--- src/source/washer_pkg.sv ---
package washer_pkg;

    // water level is a small count, one step per tick
    localparam int level_w = 3;

    typedef logic [level_w-1:0] level_t;

    // operator program selection
    typedef enum logic [1:0] {
        prog_quick,
        prog_normal,
        prog_heavy,
        prog_rinse_only
    } prog_t;

    // cycle phases, idle must stay zero
    typedef enum logic [2:0] {
        ph_idle,
        ph_fill,
        ph_wash,
        ph_drain,
        ph_rinse,
        ph_spin,
        ph_done
    } phase_t;

    // one program's timing, 16 bits packed
    typedef struct packed {
        level_t      target;
        logic [4:0]  wash_ticks;
        logic [1:0]  rinse_count;
        logic [2:0]  rinse_ticks;
        logic [2:0]  spin_ticks;
    } recipe_t;

    // fixed program table
    function automatic recipe_t recipe_of(prog_t p);
        recipe_t r;
        case (p)
            prog_quick:  r = '{target: 3'd2, wash_ticks: 5'd4, rinse_count: 2'd1,
                               rinse_ticks: 3'd2, spin_ticks: 3'd2};
            prog_normal: r = '{target: 3'd4, wash_ticks: 5'd8, rinse_count: 2'd2,
                               rinse_ticks: 3'd2, spin_ticks: 3'd4};
            prog_heavy:  r = '{target: 3'd7, wash_ticks: 5'd12, rinse_count: 2'd3,
                               rinse_ticks: 3'd3, spin_ticks: 3'd6};
            // rinse only, wash phase is skipped
            default:     r = '{target: 3'd4, wash_ticks: 5'd0, rinse_count: 2'd1,
                               rinse_ticks: 3'd2, spin_ticks: 3'd2};
        endcase
        return r;
    endfunction

endpackage
--- src/source/water_if.sv ---
`timescale 1ns/10ps

interface water_if import washer_pkg::*; ();

    // time base from the sequencer prescaler
    logic   tick;
    // one-cycle requests to start filling or draining
    logic   fill_go;
    logic   drain_go;
    // fill goal, held for the whole cycle
    level_t target;
    // modelled water level
    level_t level;
    // one-cycle completion strobes
    logic   fill_done;
    logic   drain_done;
    // empties the tub at once, used on abort
    logic   flush;

    // sequencer side
    modport ctrl (
        output tick, fill_go, drain_go, target, flush,
        input  level, fill_done, drain_done
    );

    // fill and drain controller side
    modport valve (
        input  tick, fill_go, drain_go, target, flush,
        output level, fill_done, drain_done
    );

endinterface

--- src/source/washer_top.sv ---
`timescale 1ns/10ps

module washer_top import washer_pkg::*; #(
    parameter int TICK_DIV = 8
) (
    input  logic   clk,
    input  logic   rst,
    input  logic   start,
    input  prog_t  prog,
    input  logic   pause,
    input  logic   abort,
    output phase_t phase,
    output level_t level,
    output logic   valve_in,
    output logic   valve_out,
    output logic   motor,
    output logic   busy,
    output logic   done
);

    // decoder to sequencer
    logic    accept;
    recipe_t recipe;

    // sequencer to fill and drain controller
    water_if water_if_i ();

    program_decode program_decode_i (
        .clk    (clk),
        .rst    (rst),
        .start  (start),
        .prog   (prog),
        .busy   (busy),
        .accept (accept),
        .recipe (recipe)
    );

    cycle_sequencer #(
        .TICK_DIV (TICK_DIV)
    ) cycle_sequencer_i (
        .clk       (clk),
        .rst       (rst),
        .accept    (accept),
        .recipe    (recipe),
        .pause     (pause),
        .abort     (abort),
        .w         (water_if_i.ctrl),
        .phase     (phase),
        .valve_in  (valve_in),
        .valve_out (valve_out),
        .motor     (motor),
        .busy      (busy),
        .done      (done)
    );

    water_let water_let_i (
        .clk (clk),
        .rst (rst),
        .w   (water_if_i.valve)
    );

    // level comes out of the interface
    assign level = water_if_i.level;

endmodule

--- src/source/cycle_sequencer.sv ---
`timescale 1ns/10ps

module cycle_sequencer import washer_pkg::*; #(
    parameter int TICK_DIV = 8
) (
    input  logic    clk,
    input  logic    rst,
    input  logic    accept,
    input  recipe_t recipe,
    input  logic    pause,
    input  logic    abort,
    water_if.ctrl   w,
    output phase_t  phase,
    output logic    valve_in,
    output logic    valve_out,
    output logic    motor,
    output logic    busy,
    output logic    done
);

    localparam int DIV_W = $clog2(TICK_DIV);

    // prescaler count
    logic [DIV_W-1:0] div_cnt;
    logic             run;
    phase_t           phase_nxt;
    logic             entering;
    // ticks left in wash, rinse or spin
    logic [4:0]       ph_cnt;
    logic             last_tick;
    // rinses still to run, and whether the current round is a rinse
    logic [1:0]       rinse_left;
    logic             in_rinse;

    // prescaler runs only inside a cycle and holds its count on pause
    assign run       = busy & ~pause;
    assign w.tick    = run & (div_cnt == DIV_W'(TICK_DIV - 1));
    assign last_tick = w.tick & (ph_cnt == 5'd1);
    assign entering  = (phase_nxt != phase);

    // fill goal straight from the held recipe
    assign w.target = recipe.target;
    // abort empties the level model on the same edge that forces idle
    assign w.flush  = abort;

    always_ff @(posedge clk) begin
        if (rst || !busy) begin
            div_cnt <= '0;
        end else if (run) begin
            div_cnt <= (div_cnt == DIV_W'(TICK_DIV - 1)) ? '0 : div_cnt + 1'b1;
        end
    end

    // phase transitions
    always_comb begin
        phase_nxt = phase;
        case (phase)
            ph_idle: begin
                if (accept) begin
                    phase_nxt = ph_fill;
                end
            end
            ph_fill: begin
                // zero-tick agitation phases go straight to drain
                if (w.fill_done) begin
                    if (in_rinse) begin
                        phase_nxt = (recipe.rinse_ticks != '0) ? ph_rinse : ph_drain;
                    end else begin
                        phase_nxt = (recipe.wash_ticks != '0) ? ph_wash : ph_drain;
                    end
                end
            end
            ph_wash, ph_rinse: begin
                if (last_tick) begin
                    phase_nxt = ph_drain;
                end
            end
            ph_drain: begin
                // refill for another rinse, or move on to spin
                if (w.drain_done) begin
                    if (rinse_left != '0) begin
                        phase_nxt = ph_fill;
                    end else if (recipe.spin_ticks != '0) begin
                        phase_nxt = ph_spin;
                    end else begin
                        phase_nxt = ph_done;
                    end
                end
            end
            ph_spin: begin
                if (last_tick) begin
                    phase_nxt = ph_done;
                end
            end
            default: phase_nxt = ph_idle;
        endcase
        // abort wins over everything
        if (abort) begin
            phase_nxt = ph_idle;
        end
    end

    // phase register, go strobes and status outputs all from phase_nxt
    always_ff @(posedge clk) begin
        if (rst) begin
            phase      <= ph_idle;
            w.fill_go  <= 1'b0;
            w.drain_go <= 1'b0;
            valve_in   <= 1'b0;
            valve_out  <= 1'b0;
            motor      <= 1'b0;
            busy       <= 1'b0;
            done       <= 1'b0;
        end else begin
            phase      <= phase_nxt;
            w.fill_go  <= entering && (phase_nxt == ph_fill);
            w.drain_go <= entering && (phase_nxt == ph_drain);
            valve_in   <= (phase_nxt == ph_fill);
            valve_out  <= (phase_nxt == ph_drain) || (phase_nxt == ph_spin);
            motor      <= (phase_nxt == ph_wash) || (phase_nxt == ph_rinse)
                          || (phase_nxt == ph_spin);
            busy       <= (phase_nxt != ph_idle);
            done       <= (phase_nxt == ph_done);
        end
    end

    // rinse bookkeeping, first round washes, later rounds rinse
    always_ff @(posedge clk) begin
        if (rst) begin
            rinse_left <= '0;
            in_rinse   <= 1'b0;
        end else if (phase == ph_idle && phase_nxt == ph_fill) begin
            rinse_left <= recipe.rinse_count;
            in_rinse   <= 1'b0;
        end else if (phase == ph_drain && phase_nxt == ph_fill) begin
            rinse_left <= rinse_left - 1'b1;
            in_rinse   <= 1'b1;
        end
    end

    // tick counter, loaded on entry to a timed phase
    always_ff @(posedge clk) begin
        if (rst) begin
            ph_cnt <= '0;
        end else if (entering) begin
            case (phase_nxt)
                ph_wash:  ph_cnt <= recipe.wash_ticks;
                ph_rinse: ph_cnt <= {2'b00, recipe.rinse_ticks};
                ph_spin:  ph_cnt <= {2'b00, recipe.spin_ticks};
                default:  ph_cnt <= '0;
            endcase
        end else if (w.tick && ph_cnt != '0) begin
            ph_cnt <= ph_cnt - 1'b1;
        end
    end

endmodule

--- src/source/water_let.sv ---
`timescale 1ns/10ps

module water_let (
    input logic clk,
    input logic rst,
    water_if.valve w
);

    // current mode of the valve pair
    logic filling;
    logic draining;
    // mode in effect this cycle, a go strobe takes over at once
    logic fill_act;
    logic drain_act;

    // a go strobe acts in its own cycle so no tick is lost at phase entry
    assign fill_act  = w.fill_go | (filling & ~w.drain_go);
    assign drain_act = w.drain_go | (draining & ~w.fill_go);

    always_ff @(posedge clk) begin
        if (rst || w.flush) begin
            // flush empties the tub and drops any pending request
            filling      <= 1'b0;
            draining     <= 1'b0;
            w.level      <= '0;
            w.fill_done  <= 1'b0;
            w.drain_done <= 1'b0;
        end else begin
            // done strobes last one cycle
            w.fill_done  <= 1'b0;
            w.drain_done <= 1'b0;
            filling      <= fill_act;
            draining     <= drain_act;

            if (fill_act) begin
                // goal reached, report and leave fill mode
                if (w.level >= w.target) begin
                    w.fill_done <= 1'b1;
                    filling     <= 1'b0;
                end else if (w.tick) begin
                    w.level <= w.level + 1'b1;
                end
            end else if (drain_act) begin
                // empty, report and leave drain mode
                if (w.level == '0) begin
                    w.drain_done <= 1'b1;
                    draining     <= 1'b0;
                end else if (w.tick) begin
                    w.level <= w.level - 1'b1;
                end
            end
        end
    end

endmodule

--- src/source/program_decode.sv ---
`timescale 1ns/10ps

module program_decode import washer_pkg::*; (
    input  logic    clk,
    input  logic    rst,
    input  logic    start,
    input  prog_t   prog,
    input  logic    busy,
    output logic    accept,
    output recipe_t recipe
);

    logic take;

    // start only counts while no cycle runs
    // accept itself blocks a second start one cycle later,
    // since busy only rises after the sequencer has seen accept
    assign take = start & ~busy & ~accept;

    // accept strobe, one cycle after the qualified start
    always_ff @(posedge clk) begin
        if (rst) begin
            accept <= 1'b0;
        end else begin
            accept <= take;
        end
    end

    // recipe is captured on the same edge that raises accept,
    // so the sequencer sees a valid recipe together with accept
    // prog may change freely afterwards, the held copy stays
    always_ff @(posedge clk) begin
        if (take) begin
            recipe <= recipe_of(prog);
        end
    end

endmodule

--- config.mk ---
export PLATFORM = sky130hd
export DESIGN_NAME = washer_top
export DESIGN_NICKNAME = d
export VERILOG_FILES = /design/src/source/washer_pkg.sv /design/src/source/water_if.sv /design/src/source/washer_top.sv /design/src/source/cycle_sequencer.sv /design/src/source/water_let.sv /design/src/source/program_decode.sv
export SDC_FILE = /design/constraint.sdc
export NUM_CORES = 1
export LEC_CHECK = 0
export BUFFER_PORTS_ARGS = -buffer_cell sky130_fd_sc_hd__buf_2
export CAP_MARGIN = 20
export CORE_MARGIN = 4
export CORE_UTILIZATION = 54
export DETAILED_ROUTE_END_ITERATION = 12
export PLACE_DENSITY = 0.72
export SYNTH_ARGS = -nofsm -noshare
export SYNTH_HDL_FRONTEND = slang
export SYNTH_HIERARCHICAL = 1
export SYNTH_SLANG_ARGS = --single-unit
--- constraint.sdc ---
create_clock -name clk -period 2.85 [get_ports clk]
set_input_delay 0.1425 -clock clk [delete_from_list [all_inputs] [get_ports clk]]
set_output_delay 0.1425 -clock clk [all_outputs]
set_load 0.05 [all_outputs]
==> metrics.yaml <==
route:
  routedWlPerCell_um: 15.5
  detail-route-antenna-nets: 0
  drc: 0
  dr.pass1.iters: 4
  vias: 1873
  first_iter_violations: 128
  routed_wl_um: 4910
  vias_per_cell: 5.93
floorplanning:
  io_pins: 18
  die_area_um2: 5080
  start_util: 0.574
  core_region_area_um2: 3770
  die_y_um: 71.3
  die_x_um: 71.3
  rows: 22
logic_synthesis:
  synth.largest_area_cell: "dfxtp_1"
  yosys.cell_count.top_type: "dfxtp_1"
  ys_seq_area_frac: 0.338
  synth_common_cells: "29 x dfxtp_1, 21 x inv_1, 15 x buf_4, 15 x ha_1, 15 x nand2_1"
  synthesis.instances: 242
  yosys_warnings: 6
  yosysUniqueCellTypes: 58
  yosysTopAreaCellShare: 0.268
  synth_area_um2: 2160
  async_flop_share: 0
  synthTopCellsByArea: "dfxtp_1 27%, ha_1 8.7%, edfxtp_1 6.9%, buf_4 5.2%, inv_1 3.6%"
  synth_seq_cells: 34
  ys.flop_type: "dfxtp_1"
  avgSynthCellArea_um2: 8.94
  synth-edff-count: 5
pwr:
  powerDensity_nw_per_um2: 397
  vdd_ir_drop_max_uv: 241
  p_leak_nw: 0.996
sta:
  holdWs_ns: 0.141
  setup_viol: 0
  worstMarginPinSlew_ns: 0.992
  slew_viol_final: 0
  min_period_ns: 2.82
  post-route-period-util: 0.988
  rsz0062_at_grt: "yes"
  relSlewSlack: 0.337
  final_hold_viol_count: 0
  fin_skew_ns: 0.00194
  fmax_mhz: 355
global_routing:
  grt_start_max_net_pins: 26
  track_usage: 0.207
  grt_antenna_before_repair: 0
  grt_pass1_vias: 1767
  gr-total-overflow: 0
  grt_pass1_wl_um: 8200
cells_and_area:
  diodes: 0
  final_area_um2: 2470
  layout-drive-gt1-share: 0.250
  nets: 290
  area_delta_synth_final_pct: 14.2
  n_fill_cell: 334
clock_tree:
  cts_buffers: 5
  cts_tree: "yes"
  cts.clk_slew.worst_paths_ns: 0.07
  insertion_delay_ns: 0.29
  holdBufCountCts: 0
  cts_root_buf: "clkbuf_8"
  clock_sinks: 34
  ctsHtreeMaxLevel: 2
  cts_buffer_depth: 2
worst_hold_path:
  worstHoldPathType: "primary input to register"
status:
  status: "finished, final reports clean"
setup_path:
  required_ns: 3.07
  cp-start-kind: "register"
  cp.arrival_ns: 3.03
  critical_path_class: "register to register"
  cp-end-kind: "register"
  critPathMaxFanout: 4
placed_design:
  io_buffers: 17
  dp_hpwl_um: 3700
  globalplace.congestion: 0.869
  placed_area_um2: 2310
flow_run:
  max_cap_violations: 0
layout make-up:
type	count	area, µm²	area share
multi-input combinational	171	1290	0.523
sequential	34	733	0.297
timing repair buffer	34	216	0.0876
clock buffer	7	86.3	0.0349
inverter	21	78.8	0.0319
tap	48	60.1	0.0243
clock inverter	1	5.00	0.00203
kinds of logic (layout without fill, tap and decap cells):
family                   Yosys count  after routing  synth area share
AND/OR/NAND/NOR                   86             86             0.240
AO/OA/AOI/OAI                     53             53             0.183
buffers and inverters             41             63            0.0972
flip-flops                        34             34             0.338
adder cells (fa/ha/maj)           16             16            0.0960
XOR/XNOR                           6              6            0.0243
multiplexers                       4              4            0.0185
other                              2              6           0.00347
critical path, cell delays in order, from the launching register on:
cell and delay [ns]:
dfxtp_2 0.33, inv_2 0.08, ha_4 0.13, or4b_4 0.47, or4_4 0.57, o211ai_4 0.12, o21ai_4 0.09, or4_4 0.49
or3_1 0.32, a31oi_1 0.15
final timing paths:
path                          startpoint                         endpoint  slack, ns  cells after the start
min                                start          program_decode_i/accept       0.14                      2
min reg2reg      program_decode_i/accept          program_decode_i/accept       0.47                      1
max reg2reg  cycle_sequencer_i/ph_cnt[1]  cycle_sequencer_i/rinse_left[0]       0.03                      9
max          cycle_sequencer_i/ph_cnt[1]  cycle_sequencer_i/rinse_left[0]       0.03                      9
report_power, final:
group          internal [W]  switching (W)  total [W]
clock network      0.000195       0.000174   0.000369
registers          0.000499     0.00000839   0.000507
logic             0.0000410      0.0000647   0.000106
through the flow:
step           cells  setup TNS, ns  worst slack [ns]  utilization  power, W
2_1_floorplan    246              0            0.0639            -  0.000596
3_3_place_gp     307              0             0.100        0.613  0.000614
3_5_place_dp     307              0            0.0332        0.613  0.000618
4_1_cts          315              0            0.0155        0.637  0.000987
5_1_grt          316         -0.118           -0.0501        0.655   0.00103
6_report         316              0            0.0331        0.655  0.000982
routing by layer:
metal / part of all wire / global-route usage
met1: 0.47 / 0.280
met2: 0.45 / 0.312
met3: 0.056 / 0.0477
met4: 0.025 / 0.0960
met5: 0 / 0
sequential cells by signal, summed over array words and instances (netlist names), 2 cells and up:
name	cells
program_decode_i/recipe	5
cycle_sequencer_i/ph_cnt	5
water_let_i/w.level	3
cycle_sequencer_i/phase	3
cycle_sequencer_i/rinse_left	2
cycle_sequencer_i/div_cnt	3
what timing repair did:
| item | 4_1_cts | 5_1_grt |
|---|---|---|
| setup endpoints to repair | 0 | 6 |
| buffers inserted | 0 | 1 |
| gates resized for setup | 0 | 12 |
layout by cell type, fill, tap and decap left out, drive strengths merged, types with 4 or more instances in the layout:
master	instances
a311oi	5
nand3	6
conb	6
nor4	6
nand2b	5
nor4b	4
nand2	15
nor3b	5
a21oi	14
dfxtp	29
ha	15
mux2i	4
nor2	14
nor3	8
o211ai	4
clkbuf	7
edfxtp	5
o21ai	7
buf	34
inv	21
or3	5
Power figures use the tool's default switching activity.
